**config.mk**
```make
export PLATFORM = sky130hd
export DESIGN_NAME = cpu_core
export DESIGN_NICKNAME = d
export VERILOG_FILES = /design/src/rtl/arm_pkg.sv /design/src/rtl/core_ifs.sv /design/src/rtl/reg_file.sv /design/src/rtl/operand_shifter.sv /design/src/rtl/alu.sv /design/src/rtl/cpu_control.sv /design/src/rtl/cpu_core.sv
export SDC_FILE = /design/constraint.sdc
export NUM_CORES = 2
export LEC_CHECK = 0
export BUFFER_PORTS_ARGS = -buffer_cell sky130_fd_sc_hd__buf_4
export CELL_PAD_IN_SITES_DETAIL_PLACEMENT = 0
export CELL_PAD_IN_SITES_GLOBAL_PLACEMENT = 2
export CORE_ASPECT_RATIO = 0.5
export CORE_MARGIN = 4
export CORE_UTILIZATION = 44
export CTS_BUF_LIST = sky130_fd_sc_hd__clkbuf_16
export CTS_CLUSTER_DIAMETER = 200
export DETAILED_ROUTE_END_ITERATION = 10
export GPL_TIMING_DRIVEN = 0
export HOLD_SLACK_MARGIN = 0.05
export PLACE_DENSITY_LB_ADDON = 0.1
export SKIP_LAST_GASP = 1
export SLEW_MARGIN = 30
export SYNTH_ARGS = -nofsm -noshare
export SYNTH_HDL_FRONTEND = slang
export SYNTH_HIERARCHICAL = 1
export SYNTH_SLANG_ARGS = --single-unit
```
**constraint.sdc**
```tcl
create_clock -name clk -period 25.4 [get_ports clk]
set_input_delay 6.35 -clock clk [delete_from_list [all_inputs] [get_ports clk]]
set_output_delay 6.35 -clock clk [all_outputs]
set_load 0.1 [all_outputs]
```
**src/rtl/arm_pkg.sv**
```systemverilog
`default_nettype none

package arm_pkg;

	// one fetched word in its dp, ls and br views
	typedef union packed {
		struct packed {
			logic [3:0]  cond;
			logic [1:0]  cls;
			logic        imm;
			logic [3:0]  opcode;
			logic        s;
			logic [3:0]  rn;
			logic [3:0]  rd;
			logic [11:0] op2;
		} dp;
		struct packed {
			logic [3:0]  cond;
			logic [1:0]  cls;
			logic        imm;     // register offset form unsupported
			logic        p;
			logic        u;
			logic        b;       // byte transfer treated as word
			logic        w;
			logic        l;
			logic [3:0]  rn;
			logic [3:0]  rd;
			logic [11:0] offset;
		} ls;
		struct packed {
			logic [3:0]  cond;
			logic [1:0]  cls;
			logic        one;     // bit 25 set for B/BL
			logic        link;
			logic [23:0] offset;
		} br;
	} instr_u;

	localparam logic [3:0] OP_AND = 4'h0;
	localparam logic [3:0] OP_EOR = 4'h1;
	localparam logic [3:0] OP_SUB = 4'h2;
	localparam logic [3:0] OP_RSB = 4'h3;
	localparam logic [3:0] OP_ADD = 4'h4;
	localparam logic [3:0] OP_ADC = 4'h5;
	localparam logic [3:0] OP_SBC = 4'h6;
	localparam logic [3:0] OP_RSC = 4'h7;
	localparam logic [3:0] OP_TST = 4'h8;
	localparam logic [3:0] OP_TEQ = 4'h9;
	localparam logic [3:0] OP_CMP = 4'ha;
	localparam logic [3:0] OP_CMN = 4'hb;
	localparam logic [3:0] OP_ORR = 4'hc;
	localparam logic [3:0] OP_MOV = 4'hd;
	localparam logic [3:0] OP_BIC = 4'he;
	localparam logic [3:0] OP_MVN = 4'hf;

	localparam logic [3:0] COND_EQ = 4'h0;
	localparam logic [3:0] COND_NE = 4'h1;
	localparam logic [3:0] COND_CS = 4'h2;
	localparam logic [3:0] COND_CC = 4'h3;
	localparam logic [3:0] COND_MI = 4'h4;
	localparam logic [3:0] COND_PL = 4'h5;
	localparam logic [3:0] COND_VS = 4'h6;
	localparam logic [3:0] COND_VC = 4'h7;
	localparam logic [3:0] COND_HI = 4'h8;
	localparam logic [3:0] COND_LS = 4'h9;
	localparam logic [3:0] COND_GE = 4'ha;
	localparam logic [3:0] COND_LT = 4'hb;
	localparam logic [3:0] COND_GT = 4'hc;
	localparam logic [3:0] COND_LE = 4'hd;
	localparam logic [3:0] COND_AL = 4'he;

	localparam logic [1:0] SH_LSL = 2'b00;
	localparam logic [1:0] SH_LSR = 2'b01;
	localparam logic [1:0] SH_ASR = 2'b10;
	localparam logic [1:0] SH_ROR = 2'b11;

	localparam logic [1:0] ST_INIT = 2'h0;
	localparam logic [1:0] ST_IF   = 2'h1;
	localparam logic [1:0] ST_ID   = 2'h2;
	localparam logic [1:0] ST_EX   = 2'h3;

	localparam logic [1:0] CLASS_DP = 2'b00;
	localparam logic [1:0] CLASS_LS = 2'b01;
	localparam logic [1:0] CLASS_BR = 2'b10;

endpackage

`default_nettype wire

```
**src/rtl/core_ifs.sv**
```systemverilog
`timescale 1ns/100ps
`default_nettype none

interface reg_port_if;
	logic [3:0]  ra_addr;
	logic [3:0]  rb_addr;
	logic [31:0] ra_data;   // r15 reads as pc+8
	logic [31:0] rb_data;
	logic        wr_en;
	logic [3:0]  wr_addr;
	logic [31:0] wr_data;
	logic        pc_we;
	logic [31:0] pc_wdata;
	logic [31:0] pc;

	modport ctrl (
		output ra_addr, rb_addr, wr_en, wr_addr, wr_data, pc_we, pc_wdata,
		input  ra_data, rb_data, pc
	);
	modport regs (
		input  ra_addr, rb_addr, wr_en, wr_addr, wr_data, pc_we, pc_wdata,
		output ra_data, rb_data, pc
	);
endinterface

interface alu_if;
	logic [3:0]  opcode;
	logic [31:0] rn_val;
	logic [31:0] rm_val;
	logic [11:0] op2;
	logic        imm;
	logic        carry_in;
	logic        v_in;        // kept as V for logical ops
	logic [31:0] result;
	logic        n;
	logic        z;
	logic        c;
	logic        v;
	logic        writes_rd;

	modport ctrl (
		output opcode, rn_val, rm_val, op2, imm, carry_in, v_in,
		input  result, n, z, c, v, writes_rd
	);
	modport alu (
		input  opcode, rn_val, rm_val, op2, imm, carry_in, v_in,
		output result, n, z, c, v, writes_rd
	);
endinterface

interface shift_if;
	logic [11:0] op2;
	logic        imm;
	logic [31:0] rm_val;
	logic        carry_in;
	logic [31:0] operand;
	logic        carry;

	modport src (output op2, imm, rm_val, carry_in, input operand, carry);
	modport shifter (input op2, imm, rm_val, carry_in, output operand, carry);
endinterface

`default_nettype wire

```
**src/rtl/reg_file.sv**
```systemverilog
`timescale 1ns/100ps
`default_nettype none

module reg_file #(
	parameter logic [31:0] RESET_VECTOR = 32'h0800_0000
) (
	input  logic     clk,
	input  logic     rstn,
	reg_port_if.regs regs
);

	logic [31:0] gpr [0:14];   // r0..r14
	logic [31:0] pc;

	always_ff @(posedge clk) begin
		if (!rstn) begin
			for (int i = 0; i < 15; i++) begin
				gpr[i] <= 32'h0;
			end
			pc <= RESET_VECTOR;
		end else begin
			if (regs.wr_en && regs.wr_addr != 4'd15)   // r15 only via pc port
				gpr[regs.wr_addr] <= regs.wr_data;
			if (regs.pc_we)
				pc <= regs.pc_wdata;
		end
	end

	// pc+8 seen by the executing instruction
	assign regs.ra_data = (regs.ra_addr == 4'd15) ? pc + 32'd8 : gpr[regs.ra_addr];
	assign regs.rb_data = (regs.rb_addr == 4'd15) ? pc + 32'd8 : gpr[regs.rb_addr];
	assign regs.pc = pc;

endmodule

`default_nettype wire

```
**src/rtl/operand_shifter.sv**
```systemverilog
`timescale 1ns/100ps
`default_nettype none

module operand_shifter (
	shift_if.shifter sh
);

	logic [4:0]  rot;
	logic [4:0]  amt;
	logic [63:0] imm_dbl;
	logic [31:0] imm_word;
	logic [63:0] rm_dbl;
	logic [32:0] left;
	logic [32:0] right;
	logic [32:0] arith;

	assign rot = {sh.op2[11:8], 1'b0};   // twice the rotate field
	assign amt = sh.op2[11:7];
	assign imm_dbl = {24'b0, sh.op2[7:0], 24'b0, sh.op2[7:0]} >> rot;
	assign imm_word = imm_dbl[31:0];
	assign rm_dbl = {sh.rm_val, sh.rm_val} >> amt;
	assign left = {1'b0, sh.rm_val} << amt;     // bit 32 is last bit shifted out
	assign right = {sh.rm_val, 1'b0} >> amt;    // bit 0 is last bit shifted out
	assign arith = $signed({sh.rm_val, 1'b0}) >>> amt;

	always_comb begin
		sh.operand = sh.rm_val;
		sh.carry = sh.carry_in;
		if (sh.imm) begin
			sh.operand = imm_word;
			sh.carry = (rot == 5'd0) ? sh.carry_in : imm_word[31];
		end else begin
			case (sh.op2[6:5])
				arm_pkg::SH_LSL: begin
					if (amt != 5'd0)
						{sh.carry, sh.operand} = left;
				end
				arm_pkg::SH_LSR: begin
					if (amt == 5'd0) begin   // #0 encodes #32
						sh.operand = 32'h0;
						sh.carry = sh.rm_val[31];
					end else
						{sh.operand, sh.carry} = right;
				end
				arm_pkg::SH_ASR: begin
					if (amt == 5'd0) begin
						sh.operand = {32{sh.rm_val[31]}};
						sh.carry = sh.rm_val[31];
					end else
						{sh.operand, sh.carry} = arith;
				end
				arm_pkg::SH_ROR: begin
					if (amt == 5'd0)   // rrx
						{sh.operand, sh.carry} = {sh.carry_in, sh.rm_val};
					else begin
						sh.operand = rm_dbl[31:0];
						sh.carry = rm_dbl[31];
					end
				end
			endcase
		end
	end

endmodule

`default_nettype wire

```
**src/rtl/alu.sv**
```systemverilog
`timescale 1ns/100ps
`default_nettype none

module alu (
	alu_if.alu ex
);

	shift_if     sh_bus ();
	logic [31:0] op2_val;
	logic [31:0] add_a;
	logic [31:0] add_b;
	logic        add_ci;
	logic [32:0] sum;
	logic        ovf;
	logic        logical;
	logic [31:0] res;

	operand_shifter u_shift (.sh(sh_bus));

	assign sh_bus.op2 = ex.op2;
	assign sh_bus.imm = ex.imm;
	assign sh_bus.rm_val = ex.rm_val;
	assign sh_bus.carry_in = ex.carry_in;
	assign op2_val = sh_bus.operand;

	// every arithmetic op is a + b + ci with inverted inputs for subtraction
	always_comb begin
		add_a = ex.rn_val;
		add_b = op2_val;
		add_ci = 1'b0;
		case (ex.opcode)
			arm_pkg::OP_SUB, arm_pkg::OP_CMP: begin
				add_b = ~op2_val;
				add_ci = 1'b1;
			end
			arm_pkg::OP_RSB: begin
				add_a = op2_val;
				add_b = ~ex.rn_val;
				add_ci = 1'b1;
			end
			arm_pkg::OP_ADD, arm_pkg::OP_CMN: add_ci = 1'b0;
			arm_pkg::OP_ADC: add_ci = ex.carry_in;
			arm_pkg::OP_SBC: begin
				add_b = ~op2_val;
				add_ci = ex.carry_in;
			end
			arm_pkg::OP_RSC: begin
				add_a = op2_val;
				add_b = ~ex.rn_val;
				add_ci = ex.carry_in;
			end
			default: add_ci = 1'b0;
		endcase
	end

	assign sum = {1'b0, add_a} + {1'b0, add_b} + {32'b0, add_ci};
	assign ovf = (add_a[31] == add_b[31]) && (sum[31] != add_a[31]);

	always_comb begin
		logical = 1'b1;
		case (ex.opcode)
			arm_pkg::OP_AND, arm_pkg::OP_TST: res = ex.rn_val & op2_val;
			arm_pkg::OP_EOR, arm_pkg::OP_TEQ: res = ex.rn_val ^ op2_val;
			arm_pkg::OP_ORR: res = ex.rn_val | op2_val;
			arm_pkg::OP_MOV: res = op2_val;
			arm_pkg::OP_BIC: res = ex.rn_val & ~op2_val;
			arm_pkg::OP_MVN: res = ~op2_val;
			default: begin
				res = sum[31:0];
				logical = 1'b0;
			end
		endcase
	end

	assign ex.result = res;
	assign ex.n = res[31];
	assign ex.z = (res == 32'h0);
	assign ex.c = logical ? sh_bus.carry : sum[32];
	assign ex.v = logical ? ex.v_in : ovf;
	assign ex.writes_rd = (ex.opcode[3:2] != 2'b10);   // tst teq cmp cmn

endmodule

`default_nettype wire

```
**src/rtl/cpu_control.sv**
```systemverilog
`timescale 1ns/100ps
`default_nettype none

module cpu_control (
	input  logic        clk,
	input  logic        rstn,
	reg_port_if.ctrl    regs,
	alu_if.ctrl         ex,
	output logic [31:0] mem_addr,
	output logic [31:0] mem_wdata,
	output logic        mem_read,
	output logic        mem_write,
	input  logic [31:0] mem_rdata,
	input  logic        mem_ok
);

	logic [1:0]      state;
	logic [1:0]      next_state;
	arm_pkg::instr_u ir;
	logic            f_n, f_z, f_c, f_v;
	logic            flag_we;
	logic            cond_pass;
	logic            is_dp, is_ls, is_br;
	logic [31:0]     seq_pc;
	logic [31:0]     br_target;
	logic [31:0]     ls_offs_addr;
	logic [31:0]     ls_addr_q;   // transfer address latched in ID before writeback

	assign is_dp = (ir.dp.cls == arm_pkg::CLASS_DP);
	assign is_ls = (ir.ls.cls == arm_pkg::CLASS_LS);
	assign is_br = (ir.br.cls == arm_pkg::CLASS_BR) && ir.br.one;

	always_comb begin
		case (ir.dp.cond)
			arm_pkg::COND_EQ: cond_pass = f_z;
			arm_pkg::COND_NE: cond_pass = !f_z;
			arm_pkg::COND_CS: cond_pass = f_c;
			arm_pkg::COND_CC: cond_pass = !f_c;
			arm_pkg::COND_MI: cond_pass = f_n;
			arm_pkg::COND_PL: cond_pass = !f_n;
			arm_pkg::COND_VS: cond_pass = f_v;
			arm_pkg::COND_VC: cond_pass = !f_v;
			arm_pkg::COND_HI: cond_pass = f_c && !f_z;
			arm_pkg::COND_LS: cond_pass = !f_c || f_z;
			arm_pkg::COND_GE: cond_pass = (f_n == f_v);
			arm_pkg::COND_LT: cond_pass = (f_n != f_v);
			arm_pkg::COND_GT: cond_pass = !f_z && (f_n == f_v);
			arm_pkg::COND_LE: cond_pass = f_z || (f_n != f_v);
			arm_pkg::COND_AL: cond_pass = 1'b1;
			default: cond_pass = 1'b0;   // nv
		endcase
	end

	assign regs.ra_addr = ir.dp.rn;
	assign regs.rb_addr = is_ls ? ir.ls.rd : ir.dp.op2[3:0];   // store data or rm
	assign ex.opcode = ir.dp.opcode;
	assign ex.rn_val = regs.ra_data;
	assign ex.rm_val = regs.rb_data;
	assign ex.op2 = ir.dp.op2;
	assign ex.imm = ir.dp.imm;
	assign ex.carry_in = f_c;
	assign ex.v_in = f_v;

	assign seq_pc = regs.pc + 32'd4;
	assign br_target = regs.pc + 32'd8 + {{6{ir.br.offset[23]}}, ir.br.offset, 2'b00};
	assign ls_offs_addr = ir.ls.u ? regs.ra_data + {20'b0, ir.ls.offset}
		: regs.ra_data - {20'b0, ir.ls.offset};
	assign mem_wdata = regs.rb_data;

	always_comb begin
		next_state = state;
		regs.wr_en = 1'b0;
		regs.wr_addr = ir.ls.rd;
		regs.wr_data = ex.result;
		regs.pc_we = 1'b0;
		regs.pc_wdata = seq_pc;
		mem_addr = regs.pc;
		mem_read = 1'b0;
		mem_write = 1'b0;
		flag_we = 1'b0;
		case (state)
			arm_pkg::ST_INIT: next_state = arm_pkg::ST_IF;
			arm_pkg::ST_IF: begin
				mem_read = 1'b1;
				if (mem_ok)
					next_state = arm_pkg::ST_ID;
			end
			arm_pkg::ST_ID: begin
				next_state = arm_pkg::ST_EX;
				if (!cond_pass) begin   // skip to next instruction
					regs.pc_we = 1'b1;
					next_state = arm_pkg::ST_IF;
				end else if (is_ls && (!ir.ls.p || ir.ls.w)) begin
					regs.wr_en = 1'b1;
					regs.wr_addr = ir.ls.rn;
					regs.wr_data = ls_offs_addr;
				end
			end
			arm_pkg::ST_EX: begin
				next_state = arm_pkg::ST_IF;
				regs.pc_we = 1'b1;
				if (is_br) begin
					regs.pc_wdata = br_target;
					regs.wr_en = ir.br.link;   // return address to lr
					regs.wr_addr = 4'd14;
					regs.wr_data = seq_pc;
				end else if (is_ls) begin
					mem_addr = ls_addr_q;
					mem_read = ir.ls.l;
					mem_write = !ir.ls.l;
					regs.wr_en = ir.ls.l && mem_ok;
					regs.wr_data = mem_rdata;
					if (!mem_ok) begin   // hold everything until the ack
						regs.pc_we = 1'b0;
						next_state = arm_pkg::ST_EX;
					end
				end else if (is_dp) begin
					regs.wr_en = ex.writes_rd;
					flag_we = ir.dp.s;
				end
			end
			default: next_state = arm_pkg::ST_INIT;
		endcase
	end

	always_ff @(posedge clk) begin
		if (!rstn) begin
			state <= arm_pkg::ST_INIT;
			{f_n, f_z, f_c, f_v} <= 4'h0;
		end else begin
			state <= next_state;
			if (flag_we)
				{f_n, f_z, f_c, f_v} <= {ex.n, ex.z, ex.c, ex.v};
		end
	end

	always_ff @(posedge clk) begin
		if (state == arm_pkg::ST_IF && mem_ok)
			ir <= mem_rdata;
		if (state == arm_pkg::ST_ID)
			ls_addr_q <= ir.ls.p ? ls_offs_addr : regs.ra_data;   // post-index uses old base
	end

endmodule

`default_nettype wire

```
**src/rtl/cpu_core.sv**
```systemverilog
`timescale 1ns/100ps
`default_nettype none

module cpu_core #(
	parameter logic [31:0] RESET_VECTOR = 32'h0800_0000
) (
	input  logic        clk,
	input  logic        rstn,
	output logic [31:0] mem_addr,
	output logic [31:0] mem_wdata,
	input  logic [31:0] mem_rdata,
	output logic        mem_read,
	output logic        mem_write,
	input  logic        mem_ok
);

	reg_port_if rp ();
	alu_if      ab ();

	reg_file #(
		.RESET_VECTOR(RESET_VECTOR)
	) u_regs (
		.clk  (clk),
		.rstn (rstn),
		.regs (rp)
	);

	alu u_alu (
		.ex (ab)
	);

	cpu_control u_ctrl (
		.clk       (clk),
		.rstn      (rstn),
		.regs      (rp),
		.ex        (ab),
		.mem_addr  (mem_addr),
		.mem_wdata (mem_wdata),
		.mem_read  (mem_read),
		.mem_write (mem_write),
		.mem_rdata (mem_rdata),
		.mem_ok    (mem_ok)
	);

endmodule

`default_nettype wire

```
==> Yosys cells after proc, flatten, opt, wreduce, memory -nomap -nowiden <==
Memory sizes are Yosys's and may differ from the RTL's. A register that Yosys moved wholly into a read port is not among the register bits.
Cells that the tools add are included.
{ "op_classes": {"n_addsub": 7, "eq_ne": 46, "n_shift": 5, "muxes": 74, "bitwise_logic": 7, "n_reduce_logical": 36} }
{ "op_table": {"columns": ["cell", "n"], "rows": [
  ["$mux 32", 20],
  ["$pmux 32 s6", 1],
  ["$pmux 32 s2", 2],
  ["$pmux 32 s4", 1],
  ["$and 32x32->32", 2],
  ["$eq 4x4->1 const B", 16],
  ["$not 32->32", 2],
  ["$shr 64x5->32", 1],
  ["$shr 40x5->32", 1],
  ["$add 32x32->33", 1],
  ["$add 33x1->33", 1],
  ["$shl 32x5->33", 1],
  ["$shr 33x5->33", 1],
  ["$sshr 33x5->33", 1],
  ["$add 32x12->32", 1],
  ["$add 32x3->32 const B", 1],
  ["$add 32x32->32", 1],
  ["$add 32x4->32 const B", 1],
  ["$logic_not 32->1", 1],
  ["$or 32x32->32", 1],
  ["$reduce_or 32->1", 1],
  ["$sub 32x12->32", 1],
  ["$xor 32x32->32", 1],
  ["$mux 1", 31],
  ["other kinds (31)", 84]
]} }
{ "word_totals": {"regBits": 102, "mem_bits_rw": 480, "out_inout_bits": 66, "wordCells": 184, "mem_count": 1} }
{ "memory_table": {"columns": ["name", "words", "word_bits", "read_ports", "rd_ports_with_merged_regs", "wr", "line_no", "source"], "rows": [
  ["u_regs.gpr", 15, 32, 2, 1, 15, "reg_file.sv:12", "logic [31:0] gpr [0:14];"]
]} }

==> Longest topological paths before layout <==
{ "logic_depth": {"ltp_word": 17, "ltp_mapped": 43, "ltp_nobuf": 34} }

==> By module <==
Netlist, hierarchy kept.
{ "modules_own_cells": {"columns": ["module", "n_inst", "cells_per_inst", "area_each_um2", "seq_area_each_um2"], "rows": [
  ["reg_file", 1, 2014, 28169.5, 15384.8],
  ["cpu_control", 1, 1281, 10062.2, 2042.0],
  ["operand_shifter", 1, 805, 5983.2, 0.0],
  ["alu", 1, 896, 5505.3, 0.0]
]} }

==> Least setup slack after synthesis <==
OpenSTA, ideal clock, no wires.
{ "synth_path": {"path_kind": "input port to flip-flop", "start": "input port mem_ok", "end": "memory u_regs.gpr[4][0], enable pin", "setup_ns": 0.466, "t_arrival_ns": 9.533, "setup_slack_ns": 15.401, "cell_stages": 8, "n_path_buf": 1, "cell_sequence": "a31oi_1 -> nor3_1 -> a21oi_1 -> nand2_1 -> nand2_1 -> or3_1 -> clkbuf_1 -> o21ai_0"} }
{ "synth_lines": {"columns": ["element", "line_no", "source"], "rows": [
  ["from (decl)", "cpu_core.sv:14", "input logic mem_ok"],
  ["to (decl)", "reg_file.sv:12", null]
]} }

==> key figures <==
Timing
  – RSZ-0062 raised after global routing: false
  – Relative slew margins: 23.8%
  – Slew @ Worst Pin: 1.14 ns
  – Pins over their slew limit: 0
  – Minimum clock period after layout: 14.07 ns
  – Setup violators final: 0
  – Setup tns final: 0 ns
  – Final Skew: ~0.044 ns
  – Final hold vios: 0
  – Period utilization: 55.4%
  – Setup WS post-layout: between 10 and 15 ns
  – Maximum clock frequency: between 70 and 80 MHz

Power
  – Clock power frac: 28.2%
  – Logic pwr share: a little over a third
  – Leak: between 20 and 25 nW
  – Power, Total: ~3.2 mW
  – Switching Power: 1.25 mW
  – Internal: 1.95 mW
  – Worst vdd ir: 0.0520 mV
  – Pwr Density: roughly 58 nW/um^2
  – Power share of the sequential group: roughly a third
  – Sw frac: 39.2%

CTS
  – Hold bufs inserted after CTS: 0
  – Post_cts resized: 0
  – CTS tree: yes
  – # Post-CTS Setup Buffers: 0
  – Worst-path clk slew: roughly 0.070 ns
  – H-tree levels: 2
  – Clock Latency Late Sink: 0.69 ns
  – Clock Sinks: 593
  – Max clock buf depth: 3
  – Root Driver: clkbuf_16
  – Num CTS Buffers: 61

Floorplan
  – Ports: just over 100
  – Die Height: roughly 250 um
  – Initial Util: between 40% and 50%
  – Core Box Area: between 100,000 and 150,000 um^2
  – FP Rows: 86
  – Die X: 483 um
  – Die area: roughly 120,000 um^2

Detailed routing
  – DRT iter0 DRCs: around 7,500
  – Routed len/inst: 36.6 um
  – WL final: ~250,000 um
  – First-pass detailed-route iteration total: 8
  – Drc violations: 0
  – Via-to-Cell Ratio: between 6 and 7
  – Antenna-violating nets left: 0
  – Via count of the routed design: 46,523

Setup path
  – Max incr delay on CP: between 0.7 and 0.8 ns
  – Crit-path leading delay family: compound AO/OA/AOI/OAI gates
  – Setup crit start kind: flop
  – Slowest cell on the critical path: a211oi_2
  – CP endpoint kind: flop
  – Buffers & Inverters on Critical Path: 10
  – Crit path kind: reg2reg
  – WP data arrival: 14.59 ns
  – CP required: 25.93 ns
  – Largest fanout on the critical path: 10

Final layout
  – Post-layout util: 49.8%
  – Layout cell share with drive strength beyond 1: 18.8%
  – Fillcell total: slightly above 10,000
  – Nets: 5,402
  – Area Overhead vs Synth: 11.3%
  – Storage cell area: 17,400 um^2
  – Multi-input logic area: 29,400 um^2

Job
  – Maxcap violations: 0

Global route
  – Vias in the first global route: 43,814
  – Largest net degree at the start of global routing: 33
  – Initial antenna violation count: 11
  – First-pass GRT wire length: 340,000 um
  – Global route total overflow: 0
  – Gr usage total: approximately two fifths

Placed design
  – Port buffer count: 100
  – Placer Congestion: approximately 1.0
  – Final HPWL DP: 193,000 um
  – DP Worst Slack: 12.07 ns

Yosys
  – Cells after Synth: 4,996
  – Number of synthesized flops with an enable pin: 555
  – Flop and latch count out of synthesis: 593
  – Syn Std Cell Area: 49,700 um^2
  – Warning count from the yosys run: 6
  – Mean Syn Cell Area: 9.95 um^2
  – Most used flip-flop cell after synthesis: edfxtp_1
  – Asr flop ratio synth: 0%
  – Sequential area share after synthesis: 35.0%
  – Post-synthesis cell type count: between 100 and 150

Outcome
  – Outcome: complete, no violations

Hold path
  – Hold WC Path Type: reg2reg
## kinds of logic after synthesis
kind of cell | Yosys count | share of synthesized area, %
xor gates and xnor gates | 146 | 2.60
DFF | 593 | 35.0
other | 1 | 0.00754
muxes | 533 | 17.6
adders and majority gates | 160 | 4.09
buffers and inverters | 654 | 6.50
AOI/OAI and AO/OA | 1185 | 16.1
and+or+nand+nor | 1724 | 18.0
## Yosys cell counts (57+ instances only)
master,number,share of area (%)
nor2b_1,72,0.91
o221ai_1,68,1.2
mux2_2,115,2.6
and2_1,494,6.2
a211oi_1,57,0.86
nand2b_1,63,0.79
xor2_1,68,1.2
a21oi_1,268,2.7
edfxtp_1,555,34
nand3_1,108,1.1
buf_2,82,0.83
xnor2_1,76,1.3
nand2_1,407,3.1
mux4_2,253,11
o21ai_0,264,2.7
inv_1,128,0.97
mux2i_1,157,3.2
clkbuf_1,243,1.8
ha_1,156,3.9
buf_4,146,2.2
nor2_1,320,2.4
nor3_1,76,0.77
o22ai_1,64,0.81
## registers in the layout (all words and copies together), names as in the netlist
| signal | cells |
|---|---|
| u_regs/gpr | 491 |
| u_ctrl/ir | 32 |
| u_ctrl/f_n | 1 |
| u_ctrl/ls_addr_q | 32 |
| u_ctrl/f_z | 1 |
| u_ctrl/state | 2 |
| u_ctrl/ex.v_in | 1 |
| u_regs/regs.pc | 32 |
| u_ctrl/ex.carry_in | 1 |
## worst min-delay path: cells and delay by family (launching register included)
kind          cells  cell delay (ns)
flops             1             0.33
mux               1             0.13
simple gates      1             0.06
## layout make-up
| type | count | share of cell area, % |
|---|---|---|
| Multi-Input combinational cell | 3759 | 53.2 |
| Sequential cell | 593 | 31.5 |
| Buffer | 522 | 4.97 |
| Tap cell | 1496 | 3.38 |
| Clock buffer | 61 | 2.76 |
| Timing Repair Buffer | 138 | 2.47 |
| Inverter | 132 | 0.896 |
| Clock inverter | 48 | 0.771 |
| Antenna cell | 9 | 0.0407 |
## worst paths after layout
kind            startpoint                 end  slack, ns  depth (start not counted)
max          u_ctrl/ir[26]  u_regs/gpr[10][27]      11.33                         41
min             u_ctrl/f_z          u_ctrl/f_z       0.57                          2
max reg2reg  u_ctrl/ir[26]  u_regs/gpr[10][27]      11.33                         41
min reg2reg     u_ctrl/f_z          u_ctrl/f_z       0.57                          2
## layer usage
layer / global-route usage [%] / wire (um) / part of all wire, %
met5: 0.443 / 57 / 0.023
met4: 16.8 / 12400 / 5.0
met3: 12.2 / 33200 / 13
met2: 60.5 / 105000 / 42
met1: 54.1 / 96800 / 39
## stage by stage
step	cells	instance area, um^2	hold slack (ns)
2_1_floorplan	5006	49800	0.517
4_1_cts	6748	55300	0.569
3_3_place_gp	6602	52400	0.552
5_1_grt	6749	55300	0.623
6_report	6758	55300	0.566
3_5_place_dp	6639	53300	0.561
## power by group through the flow
stage | clock network [mW] | logic [mW] | registers [mW]
after global placement | 0 | 1.09 | 1.15
after global routing | 0.945 | 1.20 | 1.13
after floorplan | 0 | 0.659 | 1.14
after detailed placement | 0 | 1.11 | 1.15
after CTS | 0.905 | 1.12 | 1.13
final | 0.901 | 1.17 | 1.13
## layout by cell type, fill, tap and decap left out, types with 87 or more instances in the layout
master	count
inv_1	145
mux4_2	253
edfxtp_1	555
clkbuf_1	237
and2_1	494
buf_4	255
mux2_2	115
mux2i_1	157
nor2_1	318
nand2_1	407
a21oi_1	258
ha_1	156
buf_2	87
nand3_1	108
o21ai_0	241
Note: power is estimated with default switching activity, not from simulation.
